--- src/hw/display_defs.svh ---
/* Sizes and mode-table constants for the display-list engine.
   Included by the packages and by any stage that needs them */
`ifndef DISPLAY_DEFS_SVH
`define DISPLAY_DEFS_SVH

// Display-list and screen address width
`define DL_ADDR_W 16

`define COLOR_W 8

// Scan-line counter, wraps at the frame height
`define LINE_CNT_W 8
`define FRAME_LINES 9'd240

// Bytes per row for the narrow and wide modes
`define MODE_BYTES_NARROW 6'd10
`define MODE_BYTES_WIDE 6'd40

// Special instruction modes
`define MODE_BLANK 4'd0
`define MODE_JUMP 4'd1

`endif

--- src/hw/anticPkg.sv ---
/* ANTIC side types: the display-list instruction byte, a decoded
   command and the row descriptor passed on to the colour stage */
`include "display_defs.svh"

package anticPkg;

  // Blank-line instruction, mode field is zero
  typedef struct packed {
    logic       dli;
    logic [2:0] lineCount; // Lines minus one
    logic [3:0] mode;
  } blankView_t;

  typedef struct packed {
    logic       dli;
    logic       lms;    // Also marks JVB when mode is 1
    logic       vscrol;
    logic       hscrol;
    logic [3:0] mode;
  } modeView_t;

  // One instruction byte, read either way depending on the mode
  typedef union packed {
    blankView_t blankView;
    modeView_t  modeView;
  } dlInstr_u;

  typedef struct packed {
    dlInstr_u              instr;
    logic [`DL_ADDR_W-1:0] operand; // LMS address or jump target
  } dlCmd_t;

  typedef enum logic [1:0] {
    rowBlank,
    rowMode,
    rowFrameEnd
  } rowKind_e;

  typedef struct packed {
    rowKind_e              kind;
    logic [3:0]            mode;
    logic [3:0]            lines;
    logic [`DL_ADDR_W-1:0] scanAddr;
    logic [5:0]            bytes;
    logic                  dli;
  } rowDesc_t;

endpackage

--- src/hw/gtiaPkg.sv ---
/* GTIA side types: colour register selection, register writes and
   the coloured row record at the engine output */
`include "display_defs.svh"

package gtiaPkg;

  typedef enum logic [2:0] {
    COLPF0,
    COLPF1,
    COLPF2,
    COLPF3,
    COLBK
  } colorReg_e;

  // Register write from the host side
  typedef struct packed {
    colorReg_e           regSel;
    logic [`COLOR_W-1:0] value;
  } colorWrite_t;

  typedef struct packed {
    anticPkg::rowDesc_t     desc;
    logic [`LINE_CNT_W-1:0] firstLine; // Scan line the row starts on
    logic [`COLOR_W-1:0]    color;
  } rowResult_t;

endpackage

--- src/hw/displayEngine.sv ---
/* Display-list engine top level. Chains decode, execute and the
   colour stage; display-list bytes in, coloured rows out */
module displayEngine (
  input  logic                 USER_CLK,
  input  logic                 rst,
  input  logic [7:0]           dlByte,
  input  logic                 dlValid,
  output logic                 dlReady,
  input  gtiaPkg::colorWrite_t colorWr,
  input  logic                 colorWrEn,
  output gtiaPkg::rowResult_t  row,
  output logic                 rowValid,
  input  logic                 rowReady
);

  anticPkg::dlCmd_t   cmd;
  logic               cmdValid;
  logic               cmdReady;
  anticPkg::rowDesc_t desc;
  logic               descValid;
  logic               descReady;

  dlistDecode u_decode (
    .USER_CLK (USER_CLK),
    .rst      (rst),
    .dlByte   (dlByte),
    .dlValid  (dlValid),
    .dlReady  (dlReady),
    .cmd      (cmd),
    .cmdValid (cmdValid),
    .cmdReady (cmdReady)
  );

  dlistExecute u_execute (
    .USER_CLK  (USER_CLK),
    .rst       (rst),
    .cmd       (cmd),
    .cmdValid  (cmdValid),
    .cmdReady  (cmdReady),
    .desc      (desc),
    .descValid (descValid),
    .descReady (descReady)
  );

  rowColorResult u_result (
    .USER_CLK  (USER_CLK),
    .rst       (rst),
    .colorWr   (colorWr),
    .colorWrEn (colorWrEn),
    .desc      (desc),
    .descValid (descValid),
    .descReady (descReady),
    .row       (row),
    .rowValid  (rowValid),
    .rowReady  (rowReady)
  );

endmodule

--- src/hw/dlistDecode.sv ---
/* Collects display-list bytes into complete commands. LMS and jump
   opcodes pick up two operand bytes, low byte first */
`include "display_defs.svh"

module dlistDecode (
  input  logic             USER_CLK,
  input  logic             rst,
  input  logic [7:0]       dlByte,
  input  logic             dlValid,
  output logic             dlReady,
  output anticPkg::dlCmd_t cmd,
  output logic             cmdValid,
  input  logic             cmdReady
);

  typedef enum logic [1:0] {
    stOpcode,
    stLow,
    stHigh
  } decState_e;

  decState_e          state;
  anticPkg::dlInstr_u byteView;  // Incoming byte seen as an opcode
  anticPkg::dlInstr_u instrReg;  // Opcode waiting for its operand
  logic [7:0]         lowReg;
  logic               needOperand;
  logic               byteTaken;

  assign byteView  = dlByte;
  assign dlReady   = !cmdValid || cmdReady;
  assign byteTaken = dlValid && dlReady;

  // Blank opcodes reuse bit 6 as part of the line count
  always_comb begin
    if (byteView.modeView.mode == `MODE_JUMP)
      needOperand = 1'b1;
    else if (byteView.modeView.mode == `MODE_BLANK)
      needOperand = 1'b0;
    else
      needOperand = byteView.modeView.lms;
  end

  always_ff @(posedge USER_CLK or posedge rst) begin
    if (rst) begin
      state    <= stOpcode;
      cmdValid <= 1'b0;
    end else begin
      if (cmdValid && cmdReady)
        cmdValid <= 1'b0;
      if (byteTaken) begin
        case (state)
          stOpcode: begin
            if (needOperand)
              state <= stLow;
            else
              cmdValid <= 1'b1; // Single-byte command
          end
          stLow: state <= stHigh;
          stHigh: begin
            state    <= stOpcode;
            cmdValid <= 1'b1;
          end
          default: state <= stOpcode;
        endcase
      end
    end
  end

  always_ff @(posedge USER_CLK) begin
    if (byteTaken) begin
      case (state)
        stOpcode: begin
          instrReg <= byteView;
          if (!needOperand) begin
            cmd.instr   <= byteView;
            cmd.operand <= '0;
          end
        end
        stLow: lowReg <= dlByte;
        stHigh: begin
          cmd.instr   <= instrReg;
          cmd.operand <= {dlByte, lowReg};
        end
        default: ;
      endcase
    end
  end

endmodule

--- src/hw/dlistExecute.sv ---
/* Execute stage. Keeps the memory scan counter and expands each command
   into a row descriptor; plain jumps are absorbed here */
`include "display_defs.svh"

module dlistExecute (
  input  logic               USER_CLK,
  input  logic               rst,
  input  anticPkg::dlCmd_t   cmd,
  input  logic               cmdValid,
  output logic               cmdReady,
  output anticPkg::rowDesc_t desc,
  output logic               descValid,
  input  logic               descReady
);

  anticPkg::dlInstr_u    instr;
  logic [`DL_ADDR_W-1:0] scanCnt;
  logic [`DL_ADDR_W-1:0] baseAddr;
  logic [3:0]            rowLines;
  logic [5:0]            rowBytes;
  logic                  cmdTaken;
  logic                  isBlank;
  logic                  isJump;
  logic                  emitRow;

  assign instr    = cmd.instr;
  assign cmdReady = !descValid || descReady;
  assign cmdTaken = cmdValid && cmdReady;
  assign isBlank  = instr.blankView.mode == `MODE_BLANK;
  assign isJump   = instr.modeView.mode == `MODE_JUMP;
  assign emitRow  = !isJump || instr.modeView.lms; // JMP gives no row

  // LMS reloads the scan counter before the row is built
  assign baseAddr = (!isBlank && !isJump && instr.modeView.lms) ? cmd.operand : scanCnt;

  // Mode table
  always_comb begin
    case (instr.modeView.mode)
      4'd2, 4'd3, 4'd4, 4'd5: begin
        rowLines = 4'd8;
        rowBytes = `MODE_BYTES_WIDE;
      end
      4'd6, 4'd7, 4'd8, 4'd9: begin
        rowLines = 4'd8;
        rowBytes = `MODE_BYTES_NARROW;
      end
      4'd10, 4'd11, 4'd12: begin
        rowLines = 4'd4;
        rowBytes = `MODE_BYTES_WIDE;
      end
      4'd13: begin
        rowLines = 4'd2;
        rowBytes = `MODE_BYTES_WIDE;
      end
      4'd14, 4'd15: begin
        rowLines = 4'd1;
        rowBytes = `MODE_BYTES_WIDE;
      end
      default: begin // Blank and jump
        rowLines = 4'd0;
        rowBytes = 6'd0;
      end
    endcase
  end

  always_ff @(posedge USER_CLK or posedge rst) begin
    if (rst) begin
      descValid <= 1'b0;
      scanCnt   <= '0;
    end else begin
      if (descValid && descReady)
        descValid <= 1'b0;
      if (cmdTaken && emitRow)
        descValid <= 1'b1;
      if (cmdTaken && !isBlank && !isJump)
        scanCnt <= baseAddr + {{(`DL_ADDR_W-6){1'b0}}, rowBytes};
    end
  end

  always_ff @(posedge USER_CLK) begin
    if (cmdTaken) begin
      desc.mode  <= instr.modeView.mode;
      desc.dli   <= instr.modeView.dli;
      desc.bytes <= rowBytes;
      if (isBlank) begin
        desc.kind     <= anticPkg::rowBlank;
        desc.lines    <= {1'b0, instr.blankView.lineCount} + 4'd1;
        desc.scanAddr <= scanCnt;
      end else if (isJump) begin
        desc.kind     <= anticPkg::rowFrameEnd;
        desc.lines    <= 4'd0;
        desc.scanAddr <= cmd.operand; // JVB target, carried only
      end else begin
        desc.kind     <= anticPkg::rowMode;
        desc.lines    <= rowLines;
        desc.scanAddr <= baseAddr;
      end
    end
  end

endmodule

--- src/hw/rowColorResult.sv ---
/* Result stage. Holds the colour registers and the running scan-line
   count, and gives every row its colour and first line */
`include "display_defs.svh"

module rowColorResult (
  input  logic                 USER_CLK,
  input  logic                 rst,
  input  gtiaPkg::colorWrite_t colorWr,
  input  logic                 colorWrEn,
  input  anticPkg::rowDesc_t   desc,
  input  logic                 descValid,
  output logic                 descReady,
  output gtiaPkg::rowResult_t  row,
  output logic                 rowValid,
  input  logic                 rowReady
);

  logic [`COLOR_W-1:0]    colorRegs [5];
  logic [`LINE_CNT_W-1:0] lineCnt;
  logic [`LINE_CNT_W:0]   lineSum;
  logic [`LINE_CNT_W:0]   lineWrap;
  gtiaPkg::colorReg_e     colorSel;
  logic                   descTaken;

  assign descReady = !rowValid || rowReady;
  assign descTaken = descValid && descReady;
  assign lineSum   = {1'b0, lineCnt} + {{(`LINE_CNT_W-3){1'b0}}, desc.lines};
  assign lineWrap  = lineSum - `FRAME_LINES;

  // Playfield register by mode, background otherwise
  always_comb begin
    if (desc.kind != anticPkg::rowMode)
      colorSel = gtiaPkg::COLBK;
    else if (desc.mode inside {[4'd2:4'd3]})
      colorSel = gtiaPkg::COLPF2;
    else if (desc.mode inside {[4'd4:4'd7]})
      colorSel = gtiaPkg::COLPF0;
    else
      colorSel = gtiaPkg::COLPF1;
  end

  always_ff @(posedge USER_CLK or posedge rst) begin
    if (rst) begin
      rowValid <= 1'b0;
      lineCnt  <= '0;
      for (int i = 0; i < 5; i++)
        colorRegs[i] <= '0;
    end else begin
      if (colorWrEn)
        colorRegs[colorWr.regSel] <= colorWr.value;
      if (rowValid && rowReady)
        rowValid <= 1'b0;
      if (descTaken) begin
        rowValid <= 1'b1;
        if (desc.kind == anticPkg::rowFrameEnd)
          lineCnt <= '0; // New frame
        else if (lineSum >= `FRAME_LINES)
          lineCnt <= lineWrap[`LINE_CNT_W-1:0];
        else
          lineCnt <= lineSum[`LINE_CNT_W-1:0];
      end
    end
  end

  always_ff @(posedge USER_CLK) begin
    if (descTaken) begin
      row.desc      <= desc;
      row.firstLine <= lineCnt;
      row.color     <= colorRegs[colorSel];
    end
  end

endmodule

--- config.mk ---
export PLATFORM = sky130hd
export DESIGN_NAME = displayEngine
export DESIGN_NICKNAME = d
export VERILOG_FILES = /design/src/hw/anticPkg.sv /design/src/hw/gtiaPkg.sv /design/src/hw/displayEngine.sv /design/src/hw/dlistDecode.sv /design/src/hw/dlistExecute.sv /design/src/hw/rowColorResult.sv
export VERILOG_INCLUDE_DIRS = /design/src /design/src/hw
export SDC_FILE = /design/constraint.sdc
export NUM_CORES = 1
export LEC_CHECK = 0
export ABC_CLOCK_PERIOD_IN_PS = 3800
export BUFFER_PORTS_ARGS = -buffer_cell sky130_fd_sc_hd__buf_2
export CAP_MARGIN = 20
export CORE_AREA = 3 3 129 118
export CTS_CLUSTER_DIAMETER = 30
export DETAILED_ROUTE_END_ITERATION = 12
export DIE_AREA = 0 0 132 121
export PLACE_DENSITY = 0.78
export SYNTH_ARGS = -nofsm -noshare
export SYNTH_HDL_FRONTEND = slang
export SYNTH_HIERARCHICAL = 1
export SYNTH_SLANG_ARGS = --single-unit
--- constraint.sdc ---
create_clock -name USER_CLK -period 3.8 [get_ports USER_CLK]
set_input_delay 0.19 -clock USER_CLK [delete_from_list [all_inputs] [get_ports USER_CLK]]
set_output_delay 0.19 -clock USER_CLK [all_outputs]
set_load 0.05 [all_outputs]
# Word level (Yosys, flattened, before mapping)
# Memories as Yosys holds them, arrays and structs flattened. A register that Yosys moved wholly into a read port is not among the register bits.
# Cells that the tools add are included.
word_totals:
  n_memories: 1
  romBits: 112
  inputBits: 24
  wordCells: 113
  regBits: 191
  output_inout_bits: 51
op_classes:
  mux: 30
  addsub: 4
  n_lt_le_gt_ge: 8
  reduce_logical: 31
  bitwise: 2
  n_eq_ne: 8
memory_table:
  columns: ["memory", "words", "width", "read_ports", "rd_ports_with_merged_regs", "write_ports", "line", "text"]
  rows:
  - ["(no name shown)", 16, 7, 1, 1, 0, "dlistExecute.sv:38", "case (instr.modeView.mode)"]
op_table:
  columns: ["op", "n"]
  rows:
  - ["$pmux W24 S2", 1]
  - ["$bwmux W40", 1]
  - ["$mux W20", 2]
  - ["$mux W8", 5]
  - ["$bmux W8 S3", 1]
  - ["$demux W8 S3", 1]
  - ["$mux W24", 1]
  - ["$add A16 B6 Y16", 1]
  - ["$mux W16", 1]
  - ["$logic_and A1 B1 Y1", 12]
  - ["$mux W1", 10]
  - ["$add A8 B4 Y9", 1]
  - ["$ge A9 B8 Y1 const B", 1]
  - ["$eq A4 B1 Y1 const B", 2]
  - ["$ge A4 B4 Y1 const B", 2]
  - ["$logic_not A4 Y1", 2]
  - ["$not A3 Y4", 2]
  - ["$sub A8 B8 Y8 const B", 1]
  - ["$mux W3", 2]
  - ["$reduce_and A2 Y1", 3]
  - ["$reduce_bool A2 Y1", 3]
  - ["$logic_not A1 Y1", 5]
  - ["$add A3 B1 Y4 const B", 1]
  - ["$eq A2 B2 Y1 const B", 2]
  - ["other kinds (15)", 20]

# Longest topological paths before layout
logic_depth:
  ltp_word: 9
  ltp_mapped: 15
  ltp_nobuf: 13

# Cells and area by module
# The synthesis kept the hierarchy.
modules_own_cells:
  columns: ["mod", "instances", "area_per_inst_um2", "seq_area_each_um2", "cells_per_inst"]
  rows:
  - ["rowColorResult", 1, 3761.1, 2497.4, 258]
  - ["dlistExecute", 1, 2825.2, 1326.3, 260]
  - ["dlistDecode", 1, 1595.3, 1276.2, 87]

# Worst setup path before layout
# Ideal clock, no wire load.
synth_timing:
  path_type: "register to register"
  from: "register u_result.rowValid"
  to: "register u_decode/cmd[0] (netlist name)"
  t_required_ps: 3365
  arrival_ps: 3131
  path_stages_with_launch: 7
  setup_slack_ps: 234
  path_buffers: 0
  period_less_slack_ps: 3566
  cell_sequence: "dfrtp_1 > nand2b_1 > nand2b_1 > nor2b_1 > inv_1 > nand2_1 > nor3_1"
synth_between:
  elab_chain_len: 6
synth_rtl:
  columns: ["item", "line", "text"]
  rows:
  - ["start, declared", "rowColorResult.sv:14", "output logic rowValid,"]
  - ["start signal, assigned", "rowColorResult.sv:44", "rowValid <= 1'b0;"]
  - ["start signal, assigned", "rowColorResult.sv:52", "rowValid <= 1'b0;"]
  - ["start signal, assigned", "rowColorResult.sv:54", "rowValid <= 1'b1;"]
  - ["$logic_not A1 Y1", "rowColorResult.sv:25", "assign descReady = !rowValid || rowReady;"]
  - ["$logic_or A1 B1 Y1", "rowColorResult.sv:25", null]
  - ["named net descReady", "displayEngine.sv:21", "logic descReady;"]
  - ["$logic_or A1 B1 Y1", "dlistExecute.sv:27", "assign cmdReady = !descValid || descReady;"]
  - ["named net cmdReady", "displayEngine.sv:18", "logic cmdReady;"]
  - ["$logic_or A1 B1 Y1", "dlistDecode.sv:30", "assign dlReady = !cmdValid || cmdReady;"]
  - ["named net dlReady", "displayEngine.sv:8", "output logic dlReady,"]
  - ["$logic_and A1 B1 Y1", "dlistDecode.sv:31", "assign byteTaken = dlValid && dlReady;"]
  - ["$reduce_and A3 Y1 (no line)", null, null]
# The timed path passes the listed nets, and every way through them passes these cells.
# A chain may end at the register's enable or synchronous reset.

# Worst setup path after layout
layout_timing:
  from: "register u_decode/cmd[19] (netlist name)"
  to: "register u_execute.scanCnt[14]"
layout_between:
  elab_chain_len: 6
layout_rtl:
  columns: ["item", "line", "text"]
  rows:
  - ["$eq A4 B1 Y1 (no line) / $logic_not A4 Y1 (equally long branches)", null, null]
  - ["$logic_not A1 Y1", "dlistExecute.sv:34, dlistExecute.sv:75", null]
  - ["$logic_and A1 B1 Y1 (2 in series)", "dlistExecute.sv:34", "assign baseAddr = (!isBlank && !isJump && instr.modeView.lms) ? cmd.operand : scanCnt;"]
  - ["$mux W16", "dlistExecute.sv:34", null]
  - ["$add A16 B6 Y16", "dlistExecute.sv:76", "scanCnt <= baseAddr + {{(`DL_ADDR_W-6){1'b0}}, rowBytes};"]
  - ["end signal, assigned", "dlistExecute.sv:76", null]
  - ["end, declared", "dlistExecute.sv:17", "logic [`DL_ADDR_W-1:0] scanCnt;"]
# Several ways; a longest one is shown, not always the timed one.

==> summary.txt <==
final hold violations = 0
I/O pins = 75
slew margin rel. = 29.5%
critical path type = register to register
YS warnings = 6
Die ar. = 0.0160 mm^2
Initial DRC Count = 412
post-synth cell types = 83
average size of a mapped cell = 13.5 um^2
H-tree levels = 4
Placed Area = 0.00869 mm^2
Final period util = 88.7%
max-cap violation count = 0
worst hold stages = 1
Final #Nets = 724
Post-Syn Area = 0.00818 mm^2
Avg WL per Cell = 17.6 um
First-pass DRT Iterations = 5
DIE WIDTH = 132 um
input/output buffers = 74
TritonCTS clock tree = built
LEAKAGE = 3.66 nW
reg-to-reg startpoint = u_decode/cmd[19]
Startpoint Class = register
finished layout cell area = 0.00934 mm^2
Worst VDD drop = 0.000335 V
final-report max-slew violation count = 0
global-route wire length before repair = 25.9 mm
Setup TNS Final = 0 ns
top post-synthesis cells by count = 119 x edfxtp_1, 61 x dfrtp_1, 60 x nand2_1
Min-Delay Endpoint = u_decode/lowReg[3]
final wirelength = 15.7 mm
async set or reset register ratio after synthesis = 33.9%
vias in the first global route = 5134
Clk Latency, worst-skew pair = 0.42 ns
reg2reg end = u_execute/scanCnt[14]
post-synthesis sequential area ratio = 62.3%
crit path DAT = 3.70 ns
final hold slack = 0.0254 ns
Post-synth EDFFs = 119
layout cells sized above 1 = 29.6%
#FFs+latches synth = 180
beginning of the worst hold path = dlByte[3]
r2r worst-path depth = 10
status = completed
Peak Freq = 297 MHz
fin crit period = 3.37 ns
Worst setup EP type = register
clk sinks = 180
actual slew at the worst max-slew pin = 1.05 ns
GPL Wtd Cong = 0.872
Reg clk slew, reported paths = 0.06 ns
leading area contributor after synthesis = edfxtp_1
Starting Density = 58.4%
Final setup viols = 0
Synth Flop Type = edfxtp_1
min-delay worst type = input port to register
largest net degree at the start of global routing = 42
CP Max Fanout = 30
WP data required = 4.13 ns
PwrDens = 669 mW/mm^2
GRT Total Usage = 20.7%
Synth-to-Final Area Change = 14.2%
Antenna Cells = 0
Via density = 5.75
Syn Inst Count = 605
utilization after layout = 66.7%
Placeable Area = 0.0140 mm^2
vias = 5136
fillcell total = 979
HPWL Detailed = 10.7 mm
post-CTS setup buffer count = 0
top cells by area, synth = edfxtp_1 44%, dfrtp_1 19%, mux2_2 7.8%
drt drc = 0
Clock Tree Buf Depth = 2
initial antenna violation count = 0
Worst Skew = 0.00500 ns
clock root cell = clkbuf_16
Die Y = 121 um
FF-to-FF setup slack = 0.43 ns
Power, Total = 6.25 mW
unrepaired setup endpoints after global routing = no
most common cell in the netlist = edfxtp_1
Rows = 41
Inserted Clock Buffers = 17
GRT Residual Overflow = 0
post-synth top area share = 43.7%
Final ANT Viol Nets = 0
[per-stage QoR]
step	setup slack [ns]	instances
detailed placement	0.457	855
finish	0.428	893
floorplan	0.234	607
CTS	0.440	893
global placement	0.633	855
global route	0.226	893
[how the worst max path moves through the flow]
stage,to,from,slack [ns],cells past startpoint
after floorplan,u_decode/cmd[0],u_result/rowValid,0.23,6
after CTS,u_execute/scanCnt[14],u_decode/cmd[19],0.44,10
after detailed placement,u_execute/scanCnt[14],u_decode/cmd[19],0.46,10
after global placement,u_execute/scanCnt[14],u_decode/cmd[19],0.63,10
after global routing,u_execute/scanCnt[14],u_decode/cmd[19],0.23,10
final,u_execute/scanCnt[14],u_decode/cmd[19],0.43,10
[report_power, final]
group          total [mW]  leakage (nW)  switching [mW]  internal (mW)
logic                1.66          1.51            1.06          0.595
registers            2.87          1.87           0.279           2.59
clock network        1.73         0.281           0.704           1.03
total                6.25          3.66            2.04           4.21
[placed cells by master (no fill, tap or decap), types with 3 or more instances in the layout]
cell,Yosys,layout
edfxtp_1,119,119
buf_2,5,74
dfrtp_1,61,61
nand2_1,60,60
mux2_2,57,57
o21ai_0,27,27
nor2_1,22,22
a21oi_1,20,20
clkbuf_16,0,17
nand3_1,17,17
and2_1,16,16
inv_1,15,15
ha_1,12,12
nand2b_1,9,9
mux2i_1,9,9
buf_4,6,8
xnor2_1,8,8
a211oi_1,7,7
dlygate4sd3_1,0,6
nor3_1,7,6
clkinv_1,1,5
nor2b_1,5,5
nand4_1,5,5
o31ai_1,4,4
nor3_2,3,4
xor2_1,4,4
o22a_1,4,4
a22o_1,4,4
bufinv_16,0,3
clkinv_4,0,3
and3_1,3,3
nor4_1,3,3
o21bai_1,3,3
nor3b_2,3,3
nand3b_1,3,3
nor3b_1,3,3
conb_1,1,3
[repair_timing]
action / in CTS / in global routing
endpoints found under the hold margin: 71 / 0
hold buffers: 6 / 0
endpoints found under the setup margin: 0 / 0
resized for setup: 0 / 0
[layer usage]
layer	global-route usage [%]	part of all wire (%)
met1	27.0	45
met2	33.8	49
met3	5.10	4.7
met4	7.87	1.9
met5	0	0
[cells by family (layout without fill, tap and decap cells)]
family          count (synthesis)  count (layout)  share of synthesized area [%]
other cells                     1               3                         0.0458
simple gates                  175             175                           11.6
buf+inv                        44             137                           2.89
xor+xnor                       12              12                           1.28
mux                            70              70                           9.65
compound gates                110             110                           10.1
flops                         180             180                           62.3
fa+ha+maj                      13              13                           2.08
[flip-flops by register name, summed over array words and instances (netlist names), 8 cells and up]
name and flops:
u_decode/lowReg 8, u_decode/instrReg 8, u_decode/cmd 24, u_result/lineCnt 8, u_result/colorRegs 32, u_result/row 49, u_execute/scanCnt 16, u_execute/desc 30
[worst max-delay path, cell delays in order (launching register included)]
cell and delay, ns:
edfxtp_1 0.62, o31a_4 0.57, nand2_1 0.12, nand2_1 0.06
ha_1 0.33, nand3_1 0.10, mux2i_2 0.21, o32a_2 0.36
nor3b_2 0.34, mux2_4 0.34, a211oi_2 0.21
[layout make-up]
type	count	area, um^2	area share, %
Sequential cell	180	5100	54.6
Multi-Input combinational cell	383	2860	30.6
Timing Repair Buffer	88	490	5.25
Clock buffer	17	425	4.55
Tap cell	193	241	2.58
Clock inverter	15	164	1.75
Inverter	17	63.8	0.683
Power figures use the tool's default switching activity.
